File: src/hdl/bp_cfg_pkg.sv
`default_nettype none

package bp_cfg_pkg;

    ////////////////////////////////////////////////////
    // Table geometry
    ////////////////////////////////////////////////////

    // Global history length, must not exceed the PHT index width
    localparam int unsigned BP_GH_BITS = 6;
    // Gshare table index width
    localparam int unsigned BP_PHT_BITS = 6;
    // Direct-mapped BTB index width
    localparam int unsigned BP_BTB_BITS = 4;
    // Partial tag kept per BTB entry
    localparam int unsigned BP_TAG_BITS = 8;
    // Instructions are word aligned, low PC bits carry no information
    localparam int unsigned BP_ALIGN_BITS = 2;
    localparam int unsigned BP_PC_BITS = 32;

    localparam int unsigned BP_PHT_ENTRIES = 1 << BP_PHT_BITS;
    localparam int unsigned BP_BTB_ENTRIES = 1 << BP_BTB_BITS;

    // Training queue depth, equal to the retire credit count
    localparam int unsigned BP_TRAIN_DEPTH = 4;
    localparam int unsigned BP_TRAIN_PTR_BITS = $clog2(BP_TRAIN_DEPTH);

    ////////////////////////////////////////////////////
    // Vector types
    ////////////////////////////////////////////////////

    typedef logic [BP_PC_BITS-1:0] bp_pc_t;
    typedef logic [BP_GH_BITS-1:0] bp_ghr_t;
    typedef logic [BP_PHT_BITS-1:0] bp_pht_idx_t;
    typedef logic [BP_BTB_BITS-1:0] bp_btb_idx_t;
    typedef logic [BP_TAG_BITS-1:0] bp_tag_t;
    // Queue pointers wrap on their own, depth is a power of two
    typedef logic [BP_TRAIN_PTR_BITS-1:0] bp_train_ptr_t;
    // One extra bit so a full queue is distinct from an empty one
    typedef logic [BP_TRAIN_PTR_BITS:0] bp_train_cnt_t;

endpackage

`default_nettype wire

File: src/hdl/bp_state_pkg.sv
`default_nettype none

package bp_state_pkg;

    // Two-bit saturating counter
    // Upper bit is the predicted direction
    typedef enum logic [1:0] {
        BP_STRONG_NOT_TAKEN = 2'b00,
        BP_WEAK_NOT_TAKEN   = 2'b01,
        BP_WEAK_TAKEN       = 2'b10,
        BP_STRONG_TAKEN     = 2'b11
    } bp_counter_t;

    // Controller phases
    // Clear sweeps the tables, run serves fetch and retire
    typedef enum logic {
        BP_CTRL_CLEAR = 1'b0,
        BP_CTRL_RUN   = 1'b1
    } bp_ctrl_state_t;

endpackage

`default_nettype wire

File: src/hdl/bp_train_if.sv
`timescale 1ns/1ps
`default_nettype none

interface bp_train_if import bp_cfg_pkg::*; ();

    // One resolved branch per cycle
    // No ready, the tables always accept a valid entry
    logic    valid;
    bp_pc_t  pc;
    // History the branch was predicted with
    bp_ghr_t ghr_snapshot;
    logic    taken;
    bp_pc_t  target;

    // Queue side
    modport source (output valid, pc, ghr_snapshot, taken, target);

    // PHT and BTB side
    modport sink (input valid, pc, ghr_snapshot, taken, target);

endinterface

`default_nettype wire

File: src/hdl/bp_train_queue.sv
`timescale 1ns/1ps
`default_nettype none

module bp_train_queue import bp_cfg_pkg::*; (
    input  logic    clock,
    input  logic    reset,
    input  logic    push_valid_i,
    input  bp_pc_t  push_pc_i,
    input  bp_ghr_t push_ghr_i,
    input  logic    push_taken_i,
    input  bp_pc_t  push_target_i,
    input  logic    pop_enable_i,
    output logic    credit_o,
    bp_train_if.source train
);

    // Payload storage, one array per field
    bp_pc_t  pc_mem     [BP_TRAIN_DEPTH];
    bp_ghr_t ghr_mem    [BP_TRAIN_DEPTH];
    logic    taken_mem  [BP_TRAIN_DEPTH];
    bp_pc_t  target_mem [BP_TRAIN_DEPTH];

    bp_train_ptr_t wr_ptr;
    bp_train_ptr_t rd_ptr;
    bp_train_cnt_t count;
    logic          empty;
    logic          full;
    logic          pop;

    assign empty = (count == '0);
    assign full  = (count == bp_train_cnt_t'(BP_TRAIN_DEPTH));
    // Head leaves as soon as the controller allows it
    assign pop = !empty && pop_enable_i;

    // Head entry straight to the tables
    assign train.valid        = pop;
    assign train.pc           = pc_mem[rd_ptr];
    assign train.ghr_snapshot = ghr_mem[rd_ptr];
    assign train.taken        = taken_mem[rd_ptr];
    assign train.target       = target_mem[rd_ptr];

    // Every applied entry hands one credit back to retire
    assign credit_o = pop;

    always_ff @(posedge clock) begin
        if (reset) begin
            wr_ptr <= '0;
            rd_ptr <= '0;
            count  <= '0;
        end else begin
            if (push_valid_i) begin
                wr_ptr <= wr_ptr + 1'b1;
            end
            if (pop) begin
                rd_ptr <= rd_ptr + 1'b1;
            end
            // Occupancy only moves when exactly one side is active
            case ({push_valid_i, pop})
                2'b10:   count <= count + 1'b1;
                2'b01:   count <= count - 1'b1;
                default: count <= count;
            endcase
        end
    end

    always_ff @(posedge clock) begin
        if (push_valid_i) begin
            pc_mem[wr_ptr]     <= push_pc_i;
            ghr_mem[wr_ptr]    <= push_ghr_i;
            taken_mem[wr_ptr]  <= push_taken_i;
            target_mem[wr_ptr] <= push_target_i;
        end
    end

    // Retire pushed without holding a credit
    a_no_overflow: assert property (
        @(posedge clock) disable iff (reset) push_valid_i |-> !full
    );

endmodule

`default_nettype wire

File: src/hdl/bp_sweep_counter.sv
`timescale 1ns/1ps
`default_nettype none

module bp_sweep_counter import bp_cfg_pkg::*; (
    input  logic        clock,
    input  logic        reset,
    input  logic        enable_i,
    output bp_pht_idx_t index_o,
    output logic        last_o
);

    bp_pht_idx_t index_q;

    assign index_o = index_q;
    // PHT is the larger table, so its size sets the sweep length
    assign last_o = (index_q == bp_pht_idx_t'(BP_PHT_ENTRIES - 1));

    always_ff @(posedge clock) begin
        if (reset) begin
            index_q <= '0;
        end else if (enable_i && !last_o) begin
            index_q <= index_q + 1'b1;
        end
    end

    // Sweep enable drops once the final index is reached
    a_no_wrap: assert property (
        @(posedge clock) disable iff (reset) last_o |=> !enable_i
    );

endmodule

`default_nettype wire

File: src/hdl/bp_ctrl.sv
`timescale 1ns/1ps
`default_nettype none

module bp_ctrl import bp_state_pkg::*; (
    input  logic clock,
    input  logic reset,
    input  logic sweep_last_i,
    output logic sweep_enable_o,
    output logic clear_o,
    output logic ready_o,
    output logic pop_enable_o
);

    bp_ctrl_state_t state_q;
    bp_ctrl_state_t state_d;
    logic           in_clear;
    logic           in_run;

    ////////////////////////////////////////////////////
    // Next state
    ////////////////////////////////////////////////////

    always_comb begin
        state_d = state_q;
        case (state_q)
            // Leave once the last index is being written
            BP_CTRL_CLEAR: if (sweep_last_i) state_d = BP_CTRL_RUN;
            BP_CTRL_RUN:   state_d = BP_CTRL_RUN;
            default:       state_d = BP_CTRL_CLEAR;
        endcase
    end

    always_ff @(posedge clock) begin
        if (reset) begin
            state_q <= BP_CTRL_CLEAR;
        end else begin
            state_q <= state_d;
        end
    end

    ////////////////////////////////////////////////////
    // Outputs, pure state decode
    ////////////////////////////////////////////////////

    assign in_clear = (state_q == BP_CTRL_CLEAR);
    assign in_run   = (state_q == BP_CTRL_RUN);

    assign sweep_enable_o = in_clear;
    assign clear_o        = in_clear;
    assign ready_o        = in_run;
    // Training waits in the queue until the tables are clean
    assign pop_enable_o   = in_run;

endmodule

`default_nettype wire

File: src/hdl/bp_history.sv
`timescale 1ns/1ps
`default_nettype none

module bp_history import bp_cfg_pkg::*; (
    input  logic    clock,
    input  logic    reset,
    input  logic    shift_i,
    input  logic    shift_bit_i,
    input  logic    recover_valid_i,
    input  bp_ghr_t recover_ghr_i,
    input  logic    recover_taken_i,
    output bp_ghr_t ghr_o
);

    bp_ghr_t ghr_q;

    assign ghr_o = ghr_q;

    always_ff @(posedge clock) begin
        if (reset) begin
            ghr_q <= '0;
        end else if (recover_valid_i) begin
            // Rebuild from the snapshot plus the resolved outcome
            // Any speculative shift this cycle is on the wrong path
            ghr_q <= {recover_ghr_i[BP_GH_BITS-2:0], recover_taken_i};
        end else if (shift_i) begin
            // Speculative update with the predicted direction
            ghr_q <= {ghr_q[BP_GH_BITS-2:0], shift_bit_i};
        end
    end

endmodule

`default_nettype wire

File: src/hdl/bp_pht.sv
`timescale 1ns/1ps
`default_nettype none

module bp_pht import bp_cfg_pkg::*, bp_state_pkg::*; (
    input  logic        clock,
    input  logic        clear_i,
    input  bp_pht_idx_t clear_index_i,
    input  bp_pc_t      lookup_pc_i,
    input  bp_ghr_t     lookup_ghr_i,
    output logic        taken_o,
    bp_train_if.sink    train
);

    bp_counter_t pht_mem [BP_PHT_ENTRIES];
    bp_pht_idx_t lookup_idx;
    bp_pht_idx_t train_idx;
    bp_counter_t lookup_cnt;

    // Gshare hash, word bits of the PC xor the zero-extended history
    function automatic bp_pht_idx_t hash_index(bp_pc_t pc, bp_ghr_t ghr);
        return pc[BP_ALIGN_BITS +: BP_PHT_BITS] ^ bp_pht_idx_t'(ghr);
    endfunction

    // Saturating step toward the resolved direction
    function automatic bp_counter_t saturate(bp_counter_t cnt, logic taken);
        bp_counter_t next_cnt;
        case (cnt)
            BP_STRONG_NOT_TAKEN: next_cnt = taken ? BP_WEAK_NOT_TAKEN : BP_STRONG_NOT_TAKEN;
            BP_WEAK_NOT_TAKEN:   next_cnt = taken ? BP_WEAK_TAKEN : BP_STRONG_NOT_TAKEN;
            BP_WEAK_TAKEN:       next_cnt = taken ? BP_STRONG_TAKEN : BP_WEAK_NOT_TAKEN;
            BP_STRONG_TAKEN:     next_cnt = taken ? BP_STRONG_TAKEN : BP_WEAK_TAKEN;
            default:             next_cnt = BP_WEAK_NOT_TAKEN;
        endcase
        return next_cnt;
    endfunction

    // Lookup uses the live history, training the snapshot it was predicted with
    assign lookup_idx = hash_index(lookup_pc_i, lookup_ghr_i);
    assign train_idx  = hash_index(train.pc, train.ghr_snapshot);

    assign lookup_cnt = pht_mem[lookup_idx];
    // Direction is the counter MSB
    assign taken_o = lookup_cnt[1];

    // Single write port shared by the sweep and training
    always_ff @(posedge clock) begin
        if (clear_i) begin
            pht_mem[clear_index_i] <= BP_WEAK_NOT_TAKEN;
        end else if (train.valid) begin
            pht_mem[train_idx] <= saturate(pht_mem[train_idx], train.taken);
        end
    end

    // Controller keeps the queue closed for the whole sweep
    a_clear_train_excl: assert property (
        @(posedge clock) !(clear_i && train.valid)
    );

endmodule

`default_nettype wire

File: src/hdl/bp_btb.sv
`timescale 1ns/1ps
`default_nettype none

module bp_btb import bp_cfg_pkg::*; (
    input  logic        clock,
    input  logic        clear_i,
    input  bp_pht_idx_t clear_index_i,
    input  bp_pc_t      lookup_pc_i,
    input  logic        lookup_taken_i,
    output bp_pc_t      target_o,
    bp_train_if.sink    train
);

    ////////////////////////////////////////////////////
    // Storage
    ////////////////////////////////////////////////////

    logic    valid_mem  [BP_BTB_ENTRIES];
    bp_tag_t tag_mem    [BP_BTB_ENTRIES];
    bp_pc_t  target_mem [BP_BTB_ENTRIES];

    bp_btb_idx_t lookup_idx;
    bp_tag_t     lookup_tag;
    bp_btb_idx_t fill_idx;
    bp_tag_t     fill_tag;
    bp_btb_idx_t clear_idx;
    logic        fill;
    logic        hit;

    // Index right above the alignment bits, tag right above the index
    assign lookup_idx = lookup_pc_i[BP_ALIGN_BITS +: BP_BTB_BITS];
    assign lookup_tag = lookup_pc_i[BP_ALIGN_BITS + BP_BTB_BITS +: BP_TAG_BITS];
    assign fill_idx   = train.pc[BP_ALIGN_BITS +: BP_BTB_BITS];
    assign fill_tag   = train.pc[BP_ALIGN_BITS + BP_BTB_BITS +: BP_TAG_BITS];

    // Sweep runs over the PHT range, low bits revisit every BTB slot
    assign clear_idx = clear_index_i[BP_BTB_BITS-1:0];

    // Only taken branches are worth a target
    assign fill = train.valid && train.taken;

    ////////////////////////////////////////////////////
    // Lookup
    ////////////////////////////////////////////////////

    assign hit = lookup_taken_i && valid_mem[lookup_idx] && (tag_mem[lookup_idx] == lookup_tag);
    // Miss or not taken gives zero
    assign target_o = hit ? target_mem[lookup_idx] : '0;

    ////////////////////////////////////////////////////
    // Write ports
    ////////////////////////////////////////////////////

    // Valid bits are the only state the sweep touches
    always_ff @(posedge clock) begin
        if (clear_i) begin
            valid_mem[clear_idx] <= 1'b0;
        end else if (fill) begin
            valid_mem[fill_idx] <= 1'b1;
        end
    end

    always_ff @(posedge clock) begin
        if (fill) begin
            tag_mem[fill_idx]    <= fill_tag;
            target_mem[fill_idx] <= train.target;
        end
    end

endmodule

`default_nettype wire

File: src/hdl/bp_top.sv
`timescale 1ns/1ps
`default_nettype none

module bp_top import bp_cfg_pkg::*; (
    input  logic    clock,
    input  logic    reset,
    // Fetch
    input  logic    predict_valid_i,
    input  logic    predict_used_i,
    input  bp_pc_t  predict_pc_i,
    output logic    predict_taken_o,
    output bp_pc_t  predict_target_o,
    output bp_ghr_t predict_ghr_o,
    // Retire training, credit based
    input  logic    train_valid_i,
    input  bp_pc_t  train_pc_i,
    input  bp_ghr_t train_ghr_i,
    input  logic    train_taken_i,
    input  bp_pc_t  train_target_i,
    output logic    train_credit_o,
    // Mispredict recovery
    input  logic    recover_valid_i,
    input  bp_ghr_t recover_ghr_i,
    input  logic    recover_taken_i,
    output logic    ready_o
);

    bp_train_if  train ();

    bp_pht_idx_t sweep_index;
    logic        sweep_last;
    logic        sweep_enable;
    logic        clear;
    logic        pop_enable;
    logic        request;
    logic        pht_taken;

    // No predictions until the tables are clean
    assign request = predict_valid_i && ready_o;
    assign predict_taken_o = request && pht_taken;

    bp_ctrl u_ctrl (
        .clock, .reset,
        .sweep_last_i   (sweep_last),
        .sweep_enable_o (sweep_enable),
        .clear_o        (clear),
        .ready_o        (ready_o),
        .pop_enable_o   (pop_enable)
    );

    bp_sweep_counter u_sweep (
        .clock, .reset,
        .enable_i (sweep_enable),
        .index_o  (sweep_index),
        .last_o   (sweep_last)
    );

    // Snapshot output is the history this prediction was hashed with
    bp_history u_history (
        .clock, .reset,
        .shift_i         (request && predict_used_i),
        .shift_bit_i     (predict_taken_o),
        .recover_valid_i (recover_valid_i),
        .recover_ghr_i   (recover_ghr_i),
        .recover_taken_i (recover_taken_i),
        .ghr_o           (predict_ghr_o)
    );

    bp_train_queue u_queue (
        .clock, .reset,
        .push_valid_i  (train_valid_i),
        .push_pc_i     (train_pc_i),
        .push_ghr_i    (train_ghr_i),
        .push_taken_i  (train_taken_i),
        .push_target_i (train_target_i),
        .pop_enable_i  (pop_enable),
        .credit_o      (train_credit_o),
        .train         (train.source)
    );

    bp_pht u_pht (
        .clock,
        .clear_i       (clear),
        .clear_index_i (sweep_index),
        .lookup_pc_i   (predict_pc_i),
        .lookup_ghr_i  (predict_ghr_o),
        .taken_o       (pht_taken),
        .train         (train.sink)
    );

    // Target is only looked up behind a taken direction
    bp_btb u_btb (
        .clock,
        .clear_i        (clear),
        .clear_index_i  (sweep_index),
        .lookup_pc_i    (predict_pc_i),
        .lookup_taken_i (predict_taken_o),
        .target_o       (predict_target_o),
        .train          (train.sink)
    );

endmodule

`default_nettype wire

File: config.mk
export PLATFORM = sky130hd
export DESIGN_NAME = bp_top
export DESIGN_NICKNAME = d
export VERILOG_FILES = /design/src/hdl/bp_cfg_pkg.sv /design/src/hdl/bp_state_pkg.sv /design/src/hdl/bp_train_if.sv /design/src/hdl/bp_train_queue.sv /design/src/hdl/bp_sweep_counter.sv /design/src/hdl/bp_ctrl.sv /design/src/hdl/bp_history.sv /design/src/hdl/bp_pht.sv /design/src/hdl/bp_btb.sv /design/src/hdl/bp_top.sv
export SDC_FILE = /design/constraint.sdc
export NUM_CORES = 1
export LEC_CHECK = 0
export ABC_CLOCK_PERIOD_IN_PS = 15700
export BUFFER_PORTS_ARGS = -buffer_cell sky130_fd_sc_hd__buf_2
export CELL_PAD_IN_SITES_DETAIL_PLACEMENT = 2
export CELL_PAD_IN_SITES_GLOBAL_PLACEMENT = 2
export CORE_MARGIN = 5
export CORE_UTILIZATION = 54
export DETAILED_ROUTE_END_ITERATION = 12
export GPL_ROUTABILITY_DRIVEN = 1
export PLACE_DENSITY = 0.95
export SLEW_MARGIN = 0
export SYNTH_ARGS = -nofsm -noshare
export SYNTH_HDL_FRONTEND = slang
export SYNTH_HIERARCHICAL = 1
export SYNTH_SLANG_ARGS = --single-unit
File: constraint.sdc
create_clock -name clock -period 15.7 [get_ports clock]
set_input_delay 0.785 -clock clock [delete_from_list [all_inputs] [get_ports clock]]
set_output_delay 0.785 -clock clock [all_outputs]
set_load 0.05 [all_outputs]
==> summary.txt, run 1 <==
Logic synthesis
  • Mapped Avg Cell Area: 22.0 sq um
  • Instance count of the mapped netlist: 1826
  • Synthesized cell area: 40100 sq um
  • Net Count, Synth: between 1500 and 2000
  • Synth warn: 6

Outcome
  • Outcome: aborted with a tool error
  • First Err: [ERROR DPL-0033] detailed placement checks failed during check placement.
  • Last stage reached: 3_5_place_dp

Die
  • I/O pins: 157
  • # rows: 100
  • Die H: between 200 and 300 um
  • Die X-Extent: 282 um
  • Initial core utilization: 54.1%

Placed design
  • GPL Wtd Cong: 0.778
  • Hpwl dp: 91400 um
  • Number of port buffers: 115
==> through the flow <==
stage          instances  area, sq um  worst slack [ns]  hold slack [ns]
2_1_floorplan       1826        40100             10.54            0.467
3_3_place_gp        2852        41600              9.94            0.485
==> run 2: changes to the inputs <==
--- a/config.mk
+++ b/config.mk
@@ -7,13 +7,11 @@
 export LEC_CHECK = 0
 export ABC_CLOCK_PERIOD_IN_PS = 15700
 export BUFFER_PORTS_ARGS = -buffer_cell sky130_fd_sc_hd__buf_2
-export CELL_PAD_IN_SITES_DETAIL_PLACEMENT = 2
-export CELL_PAD_IN_SITES_GLOBAL_PLACEMENT = 2
 export CORE_MARGIN = 5
-export CORE_UTILIZATION = 54
+export CORE_UTILIZATION = 40
 export DETAILED_ROUTE_END_ITERATION = 12
 export GPL_ROUTABILITY_DRIVEN = 1
-export PLACE_DENSITY = 0.95
+export PLACE_DENSITY_LB_ADDON = 0.15
 export SLEW_MARGIN = 0
 export SYNTH_ARGS = -nofsm -noshare
 export SYNTH_HDL_FRONTEND = slang
==> run 2 against run 1 <==
The run now ends clean; synthesized area is the same; synthesized cell count is the same.
==> summary.txt, run 2 <==
Layout
  • Multi-input logic area: 9400 sq um
  • Final cell count without fillers: about 3400
  • Reg area: 30100 sq um
  • Layout area overhead: 13.3%
  • Commonest non-fill, non-tap cell in the layout: edfxtp_1
  • Final net count: 2115
  • Cell area after layout: 45400 sq um
  • Largest Register: u_btb/target_mem
  • Max reg flops: 512
  • Layout cell share with drive strength beyond 1: between 20 and 30%
  • Fill count: 8362
  • Commonest non-fill, non-tap cells in the layout: edfxtp_1 (988), mux4_2 (269), buf_2 (111), clkbuf_16 (110), nor2_1 (104)

Drt
  • Final WL: 92100 um
  • WL per Instance: 27.2 um
  • Routed met2 length: 45600 um
  • DR vias: 18700
  • Drt pass-1 iters: 5
  • Via density: between 5 and 6
  • Antenna viol nets, final: 0
  • M1 wire length: 40000 um
  • Detail Route met3 WL: 4790 um
  • DR iter-0 viols: roughly 1600
  • Uppermost routed layer: met5
  • Detailed-route DRC error count: 0

Die
  • Die X-Extent: 327 um
  • Core box area: between 90000 and 100000 sq um
  • Die H: 327 um
  • Initial core utilization: between 40% and 50%
  • I/O pins: 157
  • # rows: 116
  • Total die area: 107000 sq um

STA
  • Slew Limit Fails: 0
  • Fin. Hold Viols: 0
  • Setup violators final: 0
  • Setup Skew: 0.0248 ns
  • Slew of the pin with the lowest slew margin: 1.13 ns
  • Post-route clock period utilization: 36.2%
  • Crit path time final: 5.69 ns
  • Min setup slack post-route: 10.01 ns
  • Setup TNS: 0 ns
  • RSZ-0062 raised after global routing: false
  • Fmax: approximately 180 MHz
  • Headroom to the max-slew limit: 24.8%

GRT
  • Largest net degree at the start of global routing: 105
  • First-pass GRT wire length: 135000 um
  • Initial antenna violation count: 14
  • Vias in the first global route: 20100
  • GR Overflow Total: 0
  • GRT Total Usage: 17.3%

Pwr
  • Pleak: approximately 15 nW
  • PwrDens: approximately 130 nW/um^2
  • Worst vdd ir: 0.102 mV

Clock tree
  • Total CTS buffers: 105
  • CTS tree: built
  • Clock tree sinks: 1010
  • Reg clk slew, reported paths: 0.06 ns
  • Worst skew pair latency: 0.67 ns
  • Clock buffer depth: 3
  • Post-CTS setup buffers: 0
  • H-tree depth: 3
  • Hold buffers post-CTS: 0
  • Gates resized, CTS repair: 0
  • CTS root buffer: clkbuf_16

Placed design
  • DP Cell Count: 3183
  • Place WS: roughly 9.9 ns
  • Hpwl dp: 50400 um
  • GPL Wtd Cong: 0.774
  • Number of port buffers: 115
  • Total placed instance area: around 42000 sq um

Critical path
  • Worst reg-to-reg path cell count: 11
  • CP arrival: 4.90 ns
  • Worst path max stage delay: 0.81 ns
  • Startpoint types: primary input
  • CP Class: in2out
  • Worst reg2reg path endpoint: u_pht/pht_mem[40][1]
  • Crit. Startpoint: predict_pc_i[3]
  • Crit. End Element: primary output
  • R2R setup slack: 10.36 ns
  • Crit-path leading delay family: buffers and inverters
  • CP max stage cell: buf_4
  • Critical Path Sink: predict_target_o[30]
  • Crit path max fanout: 38
  • Crit path top cell by count: buf_4
  • Critical path required time: approximately 15 ns
  • CP cell instances: buf_4 -> buf_4 -> mux4_2 -> mux2i_1 -> xnor2_1 -> o21ai_0 -> o211ai_2 -> nor4_4 -> buf_4 -> and3_1 -> buf_2
  • Bufs and invs on worst path: 4
  • WP depth: 11

Outcome
  • Outcome: finished, final reports clean

Logic synthesis
  • Mapped Avg Cell Area: around 22 sq um
  • Synth warn: 6
  • Synthesized cell area: 40100 sq um
  • Net Count, Synth: 1949
  • Instance count of the mapped netlist: 1826

Worst hold path
  • Hold Crit Class: in2reg

Job
  • Total of max-cap violations: 0
run 2: worst min-delay path by stage:
| stage | endpoint | slack [ns] | cells past startpoint | start |
|---|---|---|---|---|
| finish | u_queue/target_mem[0][2] | 0.33 | 1 | train_target_i[2] |
| global route | u_queue/target_mem[2][27] | 0.30 | 1 | train_target_i[27] |
| CTS | u_queue/target_mem[2][27] | 0.28 | 1 | train_target_i[27] |
| detailed placement | flip-flop | 0.52 | 2 | u_queue/rd_ptr[1] |
| global placement | u_queue/count[2] | 0.49 | 2 | u_queue/count[2] |
| floorplan | u_queue/count[2] | 0.47 | 2 | u_queue/count[2] |
run 2: layout make-up:
class,count,share of cell area [%]
Sequential cell,1010,66.3
Multi-Input combinational cell,709,20.7
Clock buffer,149,6.56
Tap cell,1298,3.58
Timing Repair Buffer,151,1.94
Clock inverter,41,0.757
Inverter,15,0.124
Antenna cell,10,0.0551
run 2: report_power, final:
part | leakage (nW) | total, W | internal, W | switching [W]
registers | 9.28 | 0.00303 | 0.00301 | 0.0000181
clock network | 1.63 | 0.00238 | 0.00138 | 0.000994
logic | 3.70 | 0.000359 | 0.000133 | 0.000226
total | 14.6 | 0.00576 | 0.00452 | 0.00124
run 2: routing by layer:
metal | up-vias | GRT usage [%]
li1 | 8025 | -
met3 | 133 | 3.19
met4 | 4 | 4.11
met5 | - | 0
met1 | 10100 | 23.9
met2 | 435 | 28.7
run 2: stage by stage:
step                hold slack [ns]  util [%]  power (W)
finish                        0.332      45.5    0.00576
global placement              0.485      42.1    0.00344
global route                  0.301      45.5    0.00598
floorplan                     0.467         -    0.00332
CTS                           0.281      45.5    0.00584
detailed placement            0.523      42.1    0.00345
run 2: worst reg2reg max path, stage by stage (launching register included):
cell and delay [ns]:
dfxtp_4 0.69, buf_4 0.70, mux4_2 0.75, xnor2_1 0.64, and2_1 0.51, a22oi_1 0.22
a21oi_1 0.24, a211oi_1 0.09, nor2_1 0.18, o21ai_1 0.12, a21oi_4 0.40, buf_4 0.49
Note: power is estimated with default switching activity, not from simulation.
==> run 3: changes to the inputs <==
--- a/config.mk
+++ b/config.mk
@@ -5,7 +5,7 @@
 export SDC_FILE = /design/constraint.sdc
 export NUM_CORES = 1
 export LEC_CHECK = 0
-export ABC_CLOCK_PERIOD_IN_PS = 15700
+export ABC_CLOCK_PERIOD_IN_PS = 5080
 export BUFFER_PORTS_ARGS = -buffer_cell sky130_fd_sc_hd__buf_2
 export CORE_MARGIN = 5
 export CORE_UTILIZATION = 40
==> constraint.sdc (replaced) <==
create_clock -name clock -period 5.08 [get_ports clock]
set_input_delay 0.254 -clock clock [delete_from_list [all_inputs] [get_ports clock]]
set_output_delay 0.254 -clock clock [all_outputs]
set_load 0.05 [all_outputs]
==> run 3 against run 2 <==
Die area did not move; first-iteration DRC count grew 7.6%; worst setup slack got worse by 9.7 ns; routed wire length increased by 1.5%; critical path depth grew 2; via count grew 1.9%; sequential share of layout area fell by 1.6 points; critical path type is now reg2out.
==> summary.txt, run 3 (synthesized netlist as in run 2, its figures left out) <==
STA
  • Fin. Hold Viols: 0
  • Setup TNS: 0 ns
  • Fmax: 210 MHz
  • Post-route clock period utilization: 93.6%
  • RSZ-0062 raised after global routing: false
  • Final Hold Slack: roughly 0.33 ns
  • Slew Limit Fails: 0
  • Min setup slack post-route: 0.324 ns
  • Crit path time final: 4.76 ns
  • Setup violators final: 0
  • Setup Skew: 0.0196 ns
  • Headroom to the max-slew limit: 33.1%
  • Slew of the pin with the lowest slew margin: 1.00 ns

Die
  • Total die area: about 110000 sq um
  • I/O pins: about 160
  • # rows: 116
  • Initial core utilization: 40.1%
  • Die H: 327 um
  • Core box area: approximately 100000 sq um
  • Die X-Extent: 327 um

Placed design
  • Number of port buffers: ~120
  • Hpwl dp: 50200 um
  • GPL Wtd Cong: 0.770
  • Place WS: approximately 0.82 ns
  • DP Cell Count: 3191

Worst hold path
  • Hold depth: 2
  • Hold Crit Class: in2reg

GRT
  • GR Overflow Total: 0
  • First-pass GRT wire length: 138000 um
  • GRT Total Usage: 17.5%
  • Largest net degree at the start of global routing: 92
  • Vias in the first global route: 20500
  • Initial antenna violation count: 7

Outcome
  • Outcome: finished, final reports clean

Drt
  • Antenna viol nets, final: 0
  • WL per Instance: 27.0 um
  • Via density: 5.52
  • Detailed-route DRC error count: 0
  • Drt pass-1 iters: 5
  • DR vias: 19100
  • Final WL: 93500 um
  • DR iter-0 viols: 1677

Layout
  • Max reg flops: 512
  • Largest Register: u_btb/target_mem
  • Multi-input logic area: 9390 sq um
  • Commonest non-fill, non-tap cell in the layout: edfxtp_1
  • Final net count: 2197
  • Layout area overhead: 16.2%
  • Reg area: 30100 sq um
  • Layout cell share with drive strength beyond 1: 29.0%
  • Commonest non-fill, non-tap cells in the layout: edfxtp_1 (988), mux4_2 (269), clkbuf_16 (108), buf_2 (105), nor2_1 (104)
  • Core Util, Final: a little under half
  • Fill count: 8294
  • Final cell count without fillers: ~3500

Clock tree
  • H-tree depth: 3
  • Clock tree sinks: 1010
  • Gates resized, CTS repair: 0
  • CTS root buffer: clkbuf_16
  • Worst skew pair latency: 0.67 ns
  • CTS tree: built
  • Reg clk slew, reported paths: 0.06 ns
  • Total CTS buffers: 107
  • Clock buffer depth: 3

Critical path
  • CP Class: reg2out
  • CP max stage cell: buf_4
  • CP cell instances: xor2_1 -> buf_4 -> mux4_2 -> mux4_2 -> nor2b_1 -> a211oi_1 -> a21oi_1 -> and3_1 -> o211ai_2 -> nor4_4 -> buf_4 -> and3_1 -> buf_2
  • Startpoint types: flip-flop
  • Worst reg-to-reg path cell count: 11
  • Crit path max fanout: 32
  • Critical path required time: around 4.8 ns
  • Worst path max stage delay: 0.47 ns
  • WP depth: 13
  • Crit-path leading delay family: simple AND/OR/NAND/NOR gates
  • Bufs and invs on worst path: 3
  • Crit. End Element: primary output
  • CP arrival: 4.50 ns

Pwr
  • PwrDens: 393 nW/um^2
  • Psw: 0.00393 W
  • Clock share of power: 42.4%
  • P_int: 0.0144 W
  • Worst vdd ir: around 0.29 mV
  • Combinational power share: 6.4%
  • Pleak: 15.1 nW
  • Switch share: 21.5%
  • Sequential share of power: 51.2%

Job
  • Total of max-cap violations: 0
run 3: power groups by stage:
stage / clock, W / combinational, W / sequential, W
floorplan: 0 / 0.000742 / 0.00952
global placement: 0 / 0.00111 / 0.00952
detailed placement: 0 / 0.00114 / 0.00953
CTS: 0.00797 / 0.00119 / 0.00935
global route: 0.00832 / 0.00127 / 0.00936
finish: 0.00776 / 0.00117 / 0.00935
run 3: timing repair:
item	CTS	global route
hold buffers	72	0
buffers inserted	0	0
endpoints found under the hold margin	215	0
run 3: routing by layer:
layer / vias up / track usage (%) / share of wire, %
met5: - / 0 / 0.022
met4: 4 / 4.07 / 1.8
met3: 120 / 2.78 / 4.8
met2: 432 / 29.2 / 49
met1: 10400 / 24.5 / 44
li1: 8179 / - / -
run 3: stage by stage:
stage / instance area [sq um] / power [W]
finish: 46600 / 0.0183
global route: 46600 / 0.0189
CTS: 46600 / 0.0185
detailed placement: 42300 / 0.0107
global placement: 42300 / 0.0106
floorplan: 40100 / 0.0103
run 3: cell type report:
class	instances	share of cell area, %
antenna	2	0.0107
clock buffer	137	6.08
clock inverter	59	1.47
inverter	15	0.121
multi-input combinational	709	20.2
sequential	1010	64.7
tap	1298	3.49
timing repair buffer	231	4.00
run 3: final timing paths:
kind                                          from                         to  slack (ns)
worst max register to register           flip-flop       u_pht/pht_mem[59][0]        0.85
worst min-delay path            train_target_i[28]  u_queue/target_mem[3][28]        0.33
worst min register to register    u_queue/count[2]           u_queue/count[2]        0.53
worst max-delay path            u_history/ghr_o[1]       predict_target_o[30]        0.32
